$ cat config.mk
export PLATFORM = sky130hd
export DESIGN_NAME = mem_write_port
export DESIGN_NICKNAME = d
export VERILOG_FILES = /design/src/logic/mem_types_pkg.sv /design/src/logic/fe_types_pkg.sv /design/src/logic/write_through_buffer.sv /design/src/logic/line_evict_serializer.sv /design/src/logic/mem_write_control.sv /design/src/logic/mem_write_port.sv
export SDC_FILE = /design/constraint.sdc
export NUM_CORES = 1
export LEC_CHECK = 0
export ABC_AREA = 1
export BUFFER_PORTS_ARGS = -buffer_cell sky130_fd_sc_hd__buf_2
export CAP_MARGIN = 20
export CORE_ASPECT_RATIO = 0.6
export CORE_MARGIN = 2
export CORE_UTILIZATION = 30
export CTS_BUF_LIST = sky130_fd_sc_hd__clkbuf_4 sky130_fd_sc_hd__clkbuf_8
export DETAILED_ROUTE_END_ITERATION = 7
export PLACE_DENSITY = 0.55
export SLEW_MARGIN = 10
export SYNTH_ARGS = -nofsm -noshare
export SYNTH_HDL_FRONTEND = slang
export SYNTH_SLANG_ARGS = --single-unit
$ cat constraint.sdc
create_clock -name clk -period 5.4 [get_ports clk]
set_clock_uncertainty 0.05 [all_clocks]
set_input_delay 0 -clock clk [delete_from_list [all_inputs] [get_ports clk]]
set_output_delay 0 -clock clk [all_outputs]
set_load 0.02 [all_outputs]
$ cat src/logic/mem_types_pkg.sv
`default_nettype none

package mem_types_pkg;

    // native memory side of the write port
    localparam int be_addr_w = 16;
    localparam int be_data_w = 64;
    localparam int be_nbytes = be_data_w / 8;
    localparam int be_byte_w = $clog2(be_nbytes);   // byte offset inside one beat

    // one beat on the native port
    typedef struct packed
    {
        logic [be_addr_w-1:0] addr;     // always aligned to be_nbytes
        logic [be_data_w-1:0] wdata;
        logic [be_nbytes-1:0] wstrb;
    } mem_beat_t;

endpackage

`default_nettype wire

$ cat src/logic/fe_types_pkg.sv
`default_nettype none

package fe_types_pkg;

    // front-end word and address
    localparam int addr_w    = 16;
    localparam int fe_data_w = 32;
    localparam int fe_nbytes = fe_data_w / 8;
    localparam int fe_byte_w = $clog2(fe_nbytes);   // byte offset inside one word

    // cache line geometry
    localparam int words_per_line = 4;
    localparam int beats_per_line = 2;
    localparam int line_w         = words_per_line * fe_data_w;
    localparam int line_off_w     = $clog2(line_w / 8);    // 16-byte lines
    localparam int line_addr_w    = addr_w - line_off_w;

    // single write-through store
    typedef struct packed
    {
        logic [addr_w-1:0]    addr;     // byte address
        logic [fe_nbytes-1:0] wstrb;
        logic [fe_data_w-1:0] wdata;
    } wt_req_t;

    // dirty line leaving the cache
    typedef struct packed
    {
        logic [line_addr_w-1:0] line_addr;   // address above the line offset
        logic [line_w-1:0]      line_data;   // word 0 in the low bits
    } evict_req_t;

endpackage

`default_nettype wire

$ cat src/logic/write_through_buffer.sv
`default_nettype none

module write_through_buffer
    import fe_types_pkg::*, mem_types_pkg::*;
#(
    parameter int wt_depth = 4
)
(
    input  wire             clk,
    input  wire             reset,
    input  wire wt_req_t    wt_req,
    input  wire             wt_valid,
    output logic            wt_ready,
    output mem_beat_t       wt_beat,
    output logic            wt_beat_valid,
    input  wire             wt_beat_pop
);

    localparam int ptr_w  = $clog2(wt_depth);
    localparam int lane_w = be_byte_w - fe_byte_w;   // index bits of the word lane in a beat

    wt_req_t              fifo_mem [wt_depth];
    logic [ptr_w-1:0]     wr_ptr;
    logic [ptr_w-1:0]     rd_ptr;
    logic [ptr_w:0]       count;
    logic                 full;
    logic                 push;
    wt_req_t              head;
    logic [lane_w-1:0]    lane;

    assign full          = (count == (ptr_w+1)'(wt_depth));
    assign wt_beat_valid = (count != '0);
    assign wt_ready      = ~full | wt_beat_pop;     // a pop frees the slot in the same edge
    assign push          = wt_valid & wt_ready;

    // store payloads
    always_ff @(posedge clk)
    begin
        if (push)
        begin
            fifo_mem[wr_ptr] <= wt_req;
        end
    end

    always_ff @(posedge clk or posedge reset)
    begin
        if (reset)
        begin
            wr_ptr <= '0;
            rd_ptr <= '0;
            count  <= '0;
        end
        else
        begin
            if (push)
            begin
                wr_ptr <= wr_ptr + 1'b1;    // wraps since depth is a power of two
            end
            if (wt_beat_pop)
            begin
                rd_ptr <= rd_ptr + 1'b1;
            end
            case ({push, wt_beat_pop})
                2'b10:   count <= count + 1'b1;
                2'b01:   count <= count - 1'b1;
                default: count <= count;    // both or neither
            endcase
        end
    end

    assign head = fifo_mem[rd_ptr];
    assign lane = head.addr[be_byte_w-1:fe_byte_w];

    // head store placed on its lane of the wide bus
    always_comb
    begin
        wt_beat.addr  = {head.addr[addr_w-1:be_byte_w], {be_byte_w{1'b0}}};
        wt_beat.wdata = {(be_data_w / fe_data_w){head.wdata}};   // word on every lane
        wt_beat.wstrb = be_nbytes'(head.wstrb) << (lane * fe_nbytes);
    end

endmodule

`default_nettype wire

$ cat src/logic/line_evict_serializer.sv
`default_nettype none

module line_evict_serializer
    import fe_types_pkg::*, mem_types_pkg::*;
(
    input  wire             clk,
    input  wire             reset,
    input  wire evict_req_t evict_req,
    input  wire             evict_valid,
    output logic            evict_ready,
    output mem_beat_t       ev_beat,
    output logic            ev_beat_valid,
    input  wire             ev_beat_taken
);

    localparam int beat_cnt_w = $clog2(beats_per_line);

    evict_req_t              line_q;        // held dirty line
    logic                    line_held;
    logic [beat_cnt_w-1:0]   beat_cnt;      // next beat to send
    logic                    accept;
    logic                    last_beat;

    assign evict_ready   = ~line_held;
    assign ev_beat_valid = line_held;
    assign accept        = evict_valid & evict_ready;
    assign last_beat     = (beat_cnt == beat_cnt_w'(beats_per_line - 1));

    // line payload, loaded only while empty
    always_ff @(posedge clk)
    begin
        if (accept)
        begin
            line_q <= evict_req;
        end
    end

    always_ff @(posedge clk or posedge reset)
    begin
        if (reset)
        begin
            line_held <= 1'b0;
            beat_cnt  <= '0;
        end
        else if (accept)
        begin
            line_held <= 1'b1;
            beat_cnt  <= '0;
        end
        else if (ev_beat_taken)
        begin
            if (last_beat)
            begin
                line_held <= 1'b0;          // free again after the final beat
                beat_cnt  <= '0;
            end
            else
            begin
                beat_cnt <= beat_cnt + 1'b1;
            end
        end
    end

    // beat k sits at line base plus k beats
    always_comb
    begin
        ev_beat.addr  = {line_q.line_addr, beat_cnt, {be_byte_w{1'b0}}};
        ev_beat.wdata = line_q.line_data[beat_cnt * be_data_w +: be_data_w];
        ev_beat.wstrb = '1;                 // evictions write whole beats
    end

endmodule

`default_nettype wire

$ cat src/logic/mem_write_control.sv
`default_nettype none

module mem_write_control
    import mem_types_pkg::*;
(
    input  wire             clk,
    input  wire             reset,
    input  wire mem_beat_t  wt_beat,
    input  wire             wt_beat_valid,
    output logic            wt_beat_pop,
    input  wire mem_beat_t  ev_beat,
    input  wire             ev_beat_valid,
    output logic            ev_beat_taken,
    output mem_beat_t       mem_beat,
    output logic            mem_valid,
    input  wire             mem_ready,
    input  wire [1:0]       busy_sources,
    output logic            write_idle
);

    logic   pend_q;         // beat left on the port last cycle
    logic   pend_ev_q;      // its source, 1 for eviction
    logic   sel_ev;
    logic   xfer;

    // a pending beat keeps its source, otherwise evictions win
    always_comb
    begin
        if (pend_q)
        begin
            sel_ev = pend_ev_q;
        end
        else
        begin
            sel_ev = ev_beat_valid;
        end
    end

    // port mux, purely combinational
    always_comb
    begin
        if (sel_ev)
        begin
            mem_beat  = ev_beat;
            mem_valid = ev_beat_valid;
        end
        else
        begin
            mem_beat  = wt_beat;
            mem_valid = wt_beat_valid;
        end
    end

    assign xfer          = mem_valid & mem_ready;
    assign ev_beat_taken = xfer & sel_ev;
    assign wt_beat_pop   = xfer & ~sel_ev;

    // grant register, follows the beat until memory accepts it
    always_ff @(posedge clk or posedge reset)
    begin
        if (reset)
        begin
            pend_q    <= 1'b0;
            pend_ev_q <= 1'b0;
        end
        else
        begin
            pend_q    <= mem_valid & ~mem_ready;
            pend_ev_q <= sel_ev;
        end
    end

    // bit 0 buffer not empty, bit 1 line held
    assign write_idle = ~(|busy_sources) & ~mem_valid;

endmodule

`default_nettype wire

$ cat src/logic/mem_write_port.sv
`default_nettype none

module mem_write_port
    import fe_types_pkg::*, mem_types_pkg::*;
#(
    parameter int wt_depth = 4
)
(
    input  wire             clk,
    input  wire             reset,
    input  wire wt_req_t    wt_req,
    input  wire             wt_valid,
    output logic            wt_ready,
    input  wire evict_req_t evict_req,
    input  wire             evict_valid,
    output logic            evict_ready,
    output mem_beat_t       mem_beat,
    output logic            mem_valid,
    input  wire             mem_ready,
    output logic            write_idle
);

    mem_beat_t  wt_beat;
    logic       wt_beat_valid;
    logic       wt_beat_pop;
    mem_beat_t  ev_beat;
    logic       ev_beat_valid;
    logic       ev_beat_taken;
    logic [1:0] busy_sources;

    // a held line always shows as a valid eviction beat
    assign busy_sources = {ev_beat_valid, wt_beat_valid};

    write_through_buffer #(
        .wt_depth       (wt_depth)
    ) write_through_buffer_inst (
        .clk            (clk),
        .reset          (reset),
        .wt_req         (wt_req),
        .wt_valid       (wt_valid),
        .wt_ready       (wt_ready),
        .wt_beat        (wt_beat),
        .wt_beat_valid  (wt_beat_valid),
        .wt_beat_pop    (wt_beat_pop)
    );

    line_evict_serializer line_evict_serializer_inst (
        .clk            (clk),
        .reset          (reset),
        .evict_req      (evict_req),
        .evict_valid    (evict_valid),
        .evict_ready    (evict_ready),
        .ev_beat        (ev_beat),
        .ev_beat_valid  (ev_beat_valid),
        .ev_beat_taken  (ev_beat_taken)
    );

    mem_write_control mem_write_control_inst (
        .clk            (clk),
        .reset          (reset),
        .wt_beat        (wt_beat),
        .wt_beat_valid  (wt_beat_valid),
        .wt_beat_pop    (wt_beat_pop),
        .ev_beat        (ev_beat),
        .ev_beat_valid  (ev_beat_valid),
        .ev_beat_taken  (ev_beat_taken),
        .mem_beat       (mem_beat),
        .mem_valid      (mem_valid),
        .mem_ready      (mem_ready),
        .busy_sources   (busy_sources),
        .write_idle     (write_idle)
    );

endmodule

`default_nettype wire

* Word level (Yosys, flattened, before mapping)
Memories as Yosys holds them, arrays and structs flattened. Cells that the tools add are included. Widths: inputs -> output; s select.
Word-level totals: bits in registers 151, bits in latches 0, memory bits (writable) 208, bits in read-only memories 0, input bits 197, output and inout bits 92, memories 1
Operators by class: $add $sub $neg 5, multiply operators 0, div/mod/pow operators 0, magnitude comparators 0, equal/unequal tests 3, shift-type cells 2, muxes and demuxes 12, bitwise logic cells 14, reduce and logical (&&, ||, !) cells 6
Memory list:
- write_through_buffer_inst.fifo_mem | words 4, bits a word 52, rd ports 1, clocked after Yosys merged registers in 0, write ports 1, RTL line write_through_buffer.sv:22 | wt_req_t fifo_mem [wt_depth];
Operators by type and width (count):
- $shiftx 128x8->64 | 1
- $mux 88 | 1
- $mux 1 | 10
- $shl 4x3->8 | 1
- $and 1x1->1 | 7
- $not 1->1 | 6
- $pmux 3 s2 | 1
- $reduce_bool 2->1 | 3
- $add 2x1->2 const B | 2
- $add 3x1->3 const B | 1
- $eq 3x3->1 const B | 1
- $reduce_bool 3->1 | 1
- $sub 3x1->3 const B | 1
- $eq 2x1->1 const B | 1
- $eq 2x2->1 const B | 1
- $reduce_and 2->1 | 1
- $reduce_or 2->1 | 1
- $add 1x1->1 const B | 1
- $or 1x1->1 | 1

* Longest topological paths before layout
Gate-level depths: netlist of the first run.
depth in word-level cells 8, mapped depth 10

* Hierarchy
From an unflattened synthesis of the first run, not the netlist that was laid out.
Second synthesis, totals: cells, all modules 1290, area total of the unflattened synthesis 14764.2 µm²
Modules (own cells, without submodules):
- write_through_buffer | times used 1, cells an instance 603, area each 8161.6 µm², sequential area each 6180.9 µm²
- line_evict_serializer | times used 1, cells an instance 384, area each 5361.4 µm², sequential area each 4254.1 µm²
- mem_write_control | times used 1, cells an instance 303, area each 1241.2 µm², sequential area each 50.0 µm²

* Worst setup path after synthesis of the first run
Ideal clock, no wire load.
path type register -> register, start point register line_evict_serializer_inst.line_held (netlist: line_evict_serializer_inst.ev_beat_valid), end point register line_evict_serializer_inst.line_q, in the netlist line_evict_serializer_inst.ev_beat[76], enable pin, setup time 493 ps, arrival time 3336 ps, setup slack 1521 ps, stages on the path, launching flop included 4, path buffers 0, period minus slack after synthesis 3879 ps, cell sequence dfrtp_1 > inv_2 > nand2_1 > inv_1
On the way: longest elaborated chain between the ends 2
Ends and longest elaborated chain:
- from (decl) | RTL line line_evict_serializer.sv:19 | logic line_held;
- from (signal assigned) | RTL line line_evict_serializer.sv:42 | line_held <= 1'b0;
- from (signal assigned) | RTL line line_evict_serializer.sv:47 | line_held <= 1'b1;
- from (signal assigned) | RTL line line_evict_serializer.sv:54 | line_held <= 1'b0;
- $not 1->1 | RTL line line_evict_serializer.sv:24 | assign evict_ready = ~line_held;
- net evict_ready | RTL line mem_write_port.sv:16 | output logic evict_ready,
- $and 1x1->1 | RTL line line_evict_serializer.sv:26 | assign accept = evict_valid & evict_ready;
- net line_evict_serializer_inst.accept | RTL line line_evict_serializer.sv:21 | logic accept;
- to (signal assigned) | RTL line line_evict_serializer.sv:34 | line_q <= evict_req;
- to (decl) | RTL line line_evict_serializer.sv:18 | evict_req_t line_q;
The timed path passes the listed nets, and every way through them passes these cells. A chain may end at the register's enable or synchronous reset.

==> reports/metrics.cfg, run 1 <==
[route]
post_drt_wl_per_cell_um = 17.3
vias = 9864
wl_met1_um = 17100
wl_met2_um = 18300
met3_length_um = 2080
totalWireLength_um = 38100
ant_nets = 0
avgViaCountPerCell = 4.47
dr.max_layer_used = met5
dr.pass1.iters = 5
drc_errors = 0
first_iter_violations = 509

[finish]
final_nets = 1750
nFillCells = 4207
area_delta_synth_final_pct = 39.7
design_area_mm2 = 0.0193
drive_above_1_share = 0.265

[setup_path]
crit_type = reg -> out
crit_fanout = 37
arrival_ns = 3.17
startpoint_type = flip-flop
end_kind = output pin
critPathRequiredTime_ns = 5.35

[clock_network]
cts_buffer_depth = 3
cts_buffers = 55
cts_root_buffer = clkbuf_8
h-tree-depth = 2
post-cts-setup-buffer-count = 0
cts_sinks = 351
clk_pin_slew_ns = 0.06
cts_tree = built
clock_latency_ns = 0.60

[logic_synthesis]
yosysTopAreaCell = edfxtp_1
synth_seq_area_share = 0.757
synthesis.instances = 1015
synth_top_area_share = 0.737
synth_most_common_cell = edfxtp_1
yosysWarnings = 0
synth-main-ff-cell = edfxtp_1
synth-seq-cells = 351
syn_area_mm2 = 0.0139
synth_enable_flop_cells = 340
yosysUniqueCellTypes = 29
yosys-top-cells-area = edfxtp_1 (74%), nor2_1 (7.3%), o21ai_0 (2.6%)
avgSynthCellArea_um2 = 13.6
synth_commonest_cells = edfxtp_1 (340), nor2_1 (270), o21ai_0 (73)
synth-async-reset-ratio = 0.0313

[timing]
max_freq_mhz = 310
finalSetupViolCount = 0
worst_slew_pin_slew_ns = 0.889
hold_viol_final = 0
fin_hold_ws_ns = 0.0500
slew_viol_final = 0
finalCriticalPeriod_ns = 3.22
worst_slack_ns = 2.18
rsz0062_at_grt = false
max-slew-margin-rel = 0.408
fin_crit_sh = 0.597
tns_ns = 0

[pwr]
p_leak_uw = 0.00727
peakVddDrop_mv = 0.316
power.density_mw_per_mm2 = 546

[floorplan]
die_x_um = 281
ioPinCount = 289
fp.dieH_um = 170
num_rows = 60
initial_core_util = 0.306
coreArea_mm2 = 0.0452
die-area_mm2 = 0.0480

[placed_design]
dpl.hpwl_um = 21900
port_buffers = 283
gp_congestion = 0.726
place_area_mm2 = 0.0158
pre_cts_ws_ns = 2.18

[global_route]
grtUsageTotal = 0.157
grt_pass1_wl_um = 57600
grt_antenna_before_repair = 4
grt_max_degree = 103
overflow = 0
grt_pass1_vias = 10000

[job]
drv_cap = 0

[status]
outcome = complete, no violations

[worst_hold_path]
hold_class = in -> reg

routing by layer:
metal / track usage / vias up
met1: 0.210 / 4794
met4: 0.0384 / 4
met2: 0.257 / 241
met3: 0.0364 / 60
li1: - / 4765
met5: 0 / -
timing repair:
item	CTS	global route
gates resized for setup	0	0
endpoints found under the setup margin	0	0
hold endpoints to repair	361	0
hold buffers	241	0
power breakdown:
| part | total [uW] | leakage (uW) | switching (uW) | internal [uW] |
|---|---|---|---|---|
| Clock | 2270 | 0.000572 | 1050 | 1220 |
| Sequential | 3810 | 0.00327 | 199 | 3610 |
| Combinational | 4480 | 0.00343 | 3120 | 1360 |
path summary, 6_finish.rpt:
path	from	endpoint	slack, ns	depth (start not counted)
max in group asynchronous	reset	write_through_buffer_inst.rd_ptr[0]$_DFFE_PP0N_	4.47	4
min	evict_req[17]	line_evict_serializer_inst.line_q[17]$_DFFE_PP_	0.05	2
min reg2reg	write_through_buffer_inst.count[0]$_DFFE_PP0P_	write_through_buffer_inst.count[0]$_DFFE_PP0P_	0.47	1
max	line_evict_serializer_inst.beat_cnt$_DFFE_PP0P_	mem_beat[69]	2.18	5
max reg2reg	line_evict_serializer_inst.ev_beat_valid$_DFFE_PP0P_	write_through_buffer_inst.fifo_mem[1][6]$_DFFE_PP_	2.30	8
min in group asynchronous	reset	write_through_buffer_inst.count[2]$_DFFE_PP0P_	0.47	4
registers in the layout (all words and copies together), names as in the netlist:
register	cells
write_through_buffer_inst.fifo_mem	200
line_evict_serializer_inst.line_q	128
line_evict_serializer_inst.ev_beat	12
write_through_buffer_inst.count	3
write_through_buffer_inst.rd_ptr	2
write_through_buffer_inst.wr_ptr	2
line_evict_serializer_inst.beat_cnt	1
line_evict_serializer_inst.ev_beat_valid	1
mem_write_control_inst.pend_ev_q	1
mem_write_control_inst.pend_q	1
worst max-delay path, cell delays in order (launching register included):
cell and delay (ns):
dfrtp_2 0.59, inv_2 0.69, buf_4 0.53, nor2_1 0.08
o31ai_1 0.39, buf_2 0.24
placed cells by master (no fill, tap or decap), types with 5 or more instances in the layout:
cell and instances:
dlygate4sd3_1 241, o31ai_1 44, dfrtp_1 8, o21ai_0 73
o31ai_2 20, buf_4 12, nand3_1 5, inv_1 18
edfxtp_1 340, buf_2 283, a31oi_1 12, nor2_1 266
nand2_1 64, clkinv_1 11, clkbuf_8 57, clkinv_2 7
o22ai_1 37, clkbuf_4 15, o21ai_1 30
logic make-up after synthesis:
family                   share of synthesized area
AO/OA/AOI/OAI                                0.104
XOR/XNOR                                   0.00253
adder cells (fa/ha/maj)                    0.00506
buffers and inverters                       0.0333
flip-flops                                   0.757
other                                     0.000271
AND/OR/NAND/NOR                             0.0978
area by class of cell:
| cell class | count | area [um2] | area share |
|---|---|---|---|
| flip-flops and latches | 351 | 10500 | 0.542 |
| well taps | 620 | 776 | 0.0401 |
| clock inverters | 23 | 185 | 0.00957 |
| inverters | 24 | 97.6 | 0.00504 |
| multi-input cells | 579 | 2950 | 0.152 |
| clock buffers | 72 | 897 | 0.0464 |
| diodes | 2 | 5.00 | 0.000259 |
| repair buffers | 537 | 3950 | 0.204 |
stage by stage:
step	util	cells	power (uW)
detailed placement	0.350	1869	8250
floorplan	-	1017	6820
global placement	0.350	1869	8210
global route	0.428	2206	11300
CTS	0.427	2205	10700
finish	0.428	2208	10600
No activity file was read; power rests on OpenSTA's default activity.
==> run 2: changes to the inputs <==
--- a/config.mk
+++ b/config.mk
@@ -5,7 +5,7 @@
 export SDC_FILE = /design/constraint.sdc
 export NUM_CORES = 1
 export LEC_CHECK = 0
-export ABC_AREA = 1
+export ABC_AREA = 0
 export BUFFER_PORTS_ARGS = -buffer_cell sky130_fd_sc_hd__buf_2
 export CAP_MARGIN = 20
 export CORE_ASPECT_RATIO = 0.6
==> constraint.sdc (replaced) <==
create_clock -name clk -period 3.4 [get_ports clk]
set_clock_uncertainty 0.05 [all_clocks]
set_input_delay 0 -clock clk [delete_from_list [all_inputs] [get_ports clk]]
set_output_delay 0 -clock clk [all_outputs]
set_load 0.02 [all_outputs]
==> reports/metrics.cfg, run 2 <==
[global_route]
grt_pass1_vias = 8820
grt_pass1_wl_um = 51500
overflow = 0
grtUsageTotal = 0.144
grt_antenna_before_repair = 3
grt_max_degree = 65

[placed_design]
dpl.hpwl_um = 20500
place_area_mm2 = 0.0158
gp_congestion = 0.758
port_buffers = 283

[timing]
max_freq_mhz = 349
worst_slew_pin_slew_ns = 0.860
fin_crit_sh = 0.842
finalCriticalPeriod_ns = 2.86
finalSetupViolCount = 0
fin_hold_ws_ns = 0.0673
max-slew-margin-rel = 0.427
rsz0062_at_grt = false
tns_ns = 0
slew_viol_final = 0
hold_viol_final = 0

[logic_synthesis]
synth_enable_flop_cells = 340
synth_seq_area_share = 0.772
avgSynthCellArea_um2 = 18.9
synth_commonest_cells = edfxtp_1 (340), mux2i_1 (67), a21oi_1 (65)
synth-async-reset-ratio = 0.0313
yosysUniqueCellTypes = 41
synth-main-ff-cell = edfxtp_1
syn_area_mm2 = 0.0136
synth-seq-cells = 351
synthesis.instances = 718
yosysWarnings = 0
yosysTopAreaCell = edfxtp_1
yosys-top-cells-area = edfxtp_1 (75%), mux4_2 (8.1%), mux2i_1 (4.9%)
synth_top_area_share = 0.752
synth_most_common_cell = edfxtp_1

[clock_network]
cts_tree = built
h-tree-depth = 2
cts_sinks = 351
cts_buffer_depth = 3
post_cts_resized = 0
post-cts-setup-buffer-count = 0
clk_pin_slew_ns = 0.07
clock_latency_ns = 0.58
cts_root_buffer = clkbuf_8
cts_buffers = 54
cts-hold-fix-buffers = 197

[setup_path]
r2r_end = write_through_buffer_inst.count[2]$_DFFE_PP0P_
arrival_ns = 2.81
crit_fanout = 64
startpoint_type = flip-flop
crit_type = reg -> out
critPathMaxStageDelay_ns = 0.63
end_kind = output pin
worstReg2RegStart = line_evict_serializer_inst.ev_beat_valid$_DFFE_PP0P_
crit_path_cell_trace = mux2i_4, inv_4, buf_4, nor2_1, a21oi_1, buf_2
critPathRequiredTime_ns = 3.35
rrSetupSlack_ns = 0.85
crit_slowest_cell = inv_4
reg2regPathDepth = 9

[route]
dr.pass1.iters = 5
vias = 8175
drc_errors = 0
totalWireLength_um = 34000
first_iter_violations = 455
post_drt_wl_per_cell_um = 18.2
avgViaCountPerCell = 4.37
ant_nets = 0

[pwr]
p_seq_frac = 0.399
swShare = 0.374
p_leak_uw = 0.00697
intPower_uw = 9780
combinationalPowerShare = 0.385
peakVddDrop_mv = 0.502
power.density_mw_per_mm2 = 833
switching_power_uw = 5840
clockPowerShare = 0.216

[floorplan]
ioPinCount = 289
die_x_um = 279
num_rows = 60
fp.dieH_um = 169
coreArea_mm2 = 0.0447
die-area_mm2 = 0.0471
initial_core_util = 0.304

[finish]
design_area_mm2 = 0.0188
nFillCells = 4081
drive_above_1_share = 0.354
layout_commonest_cell = edfxtp_1
final_nets = 1443
final_cell_mix = edfxtp_1 (340), buf_2 (283), dlygate4sd3_1 (197)
largest_reg_flops = 200
post-route-util = 0.419
area_delta_synth_final_pct = 38.1
multi_input_comb_area_mm2 = 0.00286
top_register = write_through_buffer_inst.fifo_mem
seq_area_mm2 = 0.0105

[worst_hold_path]
hold_start = evict_req[18]
whs_path_depth = 2
holdPathEnd = line_evict_serializer_inst.line_q[18]$_DFFE_PP_
hold_class = in -> reg

[job]
drv_cap = 0

[status]
outcome = complete, no violations

-- run 2: cell types whose count changed after synthesis, sizes merged, moves of 11 or more --
cell / previous run / this run
o21ai: 103 / 4
clkbuf: 25 / 2
mux4: 0 / 49
inv: 24 / 10
o22ai: 37 / 0
mux2i: 0 / 68
nor2: 271 / 36
a31oi: 12 / 1
a21oi: 2 / 65
o31ai: 64 / 0
-- run 2: cell type report --
type,instances,area share
tap,589,0.0393
clock buffer,75,0.0490
clock inverter,20,0.00487
antenna,2,0.000267
sequential,351,0.560
inverter,10,0.00213
timing repair buffer,503,0.193
multi-input combinational,321,0.152
-- run 2: kinds of logic after synthesis --
| logic type | Yosys count | synth area share |
|---|---|---|
| DFF | 351 | 0.772 |
| adders and majority gates | 5 | 0.00516 |
| buffers and inverters | 48 | 0.0195 |
| xor gates and xnor gates | 6 | 0.00387 |
| other | 1 | 0.000276 |
| AOI/OAI and AO/OA | 76 | 0.0307 |
| and+or+nand+nor | 112 | 0.0346 |
| muxes | 119 | 0.134 |
-- run 2: layer usage --
layer	track usage	vias up	part of all wire
met2	0.228	221	0.46
met5	0	-	0.00038
li1	-	3863	-
met4	0.0367	2	0.017
met1	0.198	4036	0.47
met3	0.0356	53	0.055
-- run 2: critical path, delay by kind of cell (launching register included) --
| kind | cells | cell delay, ns |
|---|---|---|
| AO/OA/AOI/OAI | 1 | 0.16 |
| buffers and inverters | 3 | 1.23 |
| flip-flops | 1 | 0.51 |
| multiplexers | 1 | 0.17 |
| AND/OR/NAND/NOR | 1 | 0.12 |
-- run 2: worst max path at each step --
stage                                                         start                                                  end  slack (ns)  depth (start not counted)
4_1_cts        line_evict_serializer_inst.ev_beat_valid$_DFFE_PP0P_                                         mem_beat[20]        0.47                          6
6_report       line_evict_serializer_inst.ev_beat_valid$_DFFE_PP0P_                                         mem_beat[20]        0.54                          6
5_1_grt        line_evict_serializer_inst.ev_beat_valid$_DFFE_PP0P_                                         mem_beat[20]        0.31                          6
3_3_place_gp   line_evict_serializer_inst.ev_beat_valid$_DFFE_PP0P_  write_through_buffer_inst.fifo_mem[2][24]$_DFFE_PP_        0.95                          4
3_5_place_dp   line_evict_serializer_inst.ev_beat_valid$_DFFE_PP0P_       write_through_buffer_inst.count[2]$_DFFE_PP0P_        0.89                          9
2_1_floorplan  line_evict_serializer_inst.ev_beat_valid$_DFFE_PP0P_     line_evict_serializer_inst.ev_beat[76]$_DFFE_PP_        0.33                          1
-- run 2: stage by stage --
step,setup slack (ns),total power [uW],std cells
finish,0.537,15600,1871
CTS,0.470,15900,1869
detailed placement,0.888,12300,1577
floorplan,0.334,10100,720
global route,0.309,16600,1870
global placement,0.949,12200,1577
-- run 2: power groups by stage --
stage,combinational [uW],clock [uW],sequential [uW]
6_report,6020,3370,6230
3_3_place_gp,5890,0,6320
5_1_grt,6550,3710,6330
2_1_floorplan,4160,0,5960
3_5_place_dp,5910,0,6350
4_1_cts,6120,3520,6260
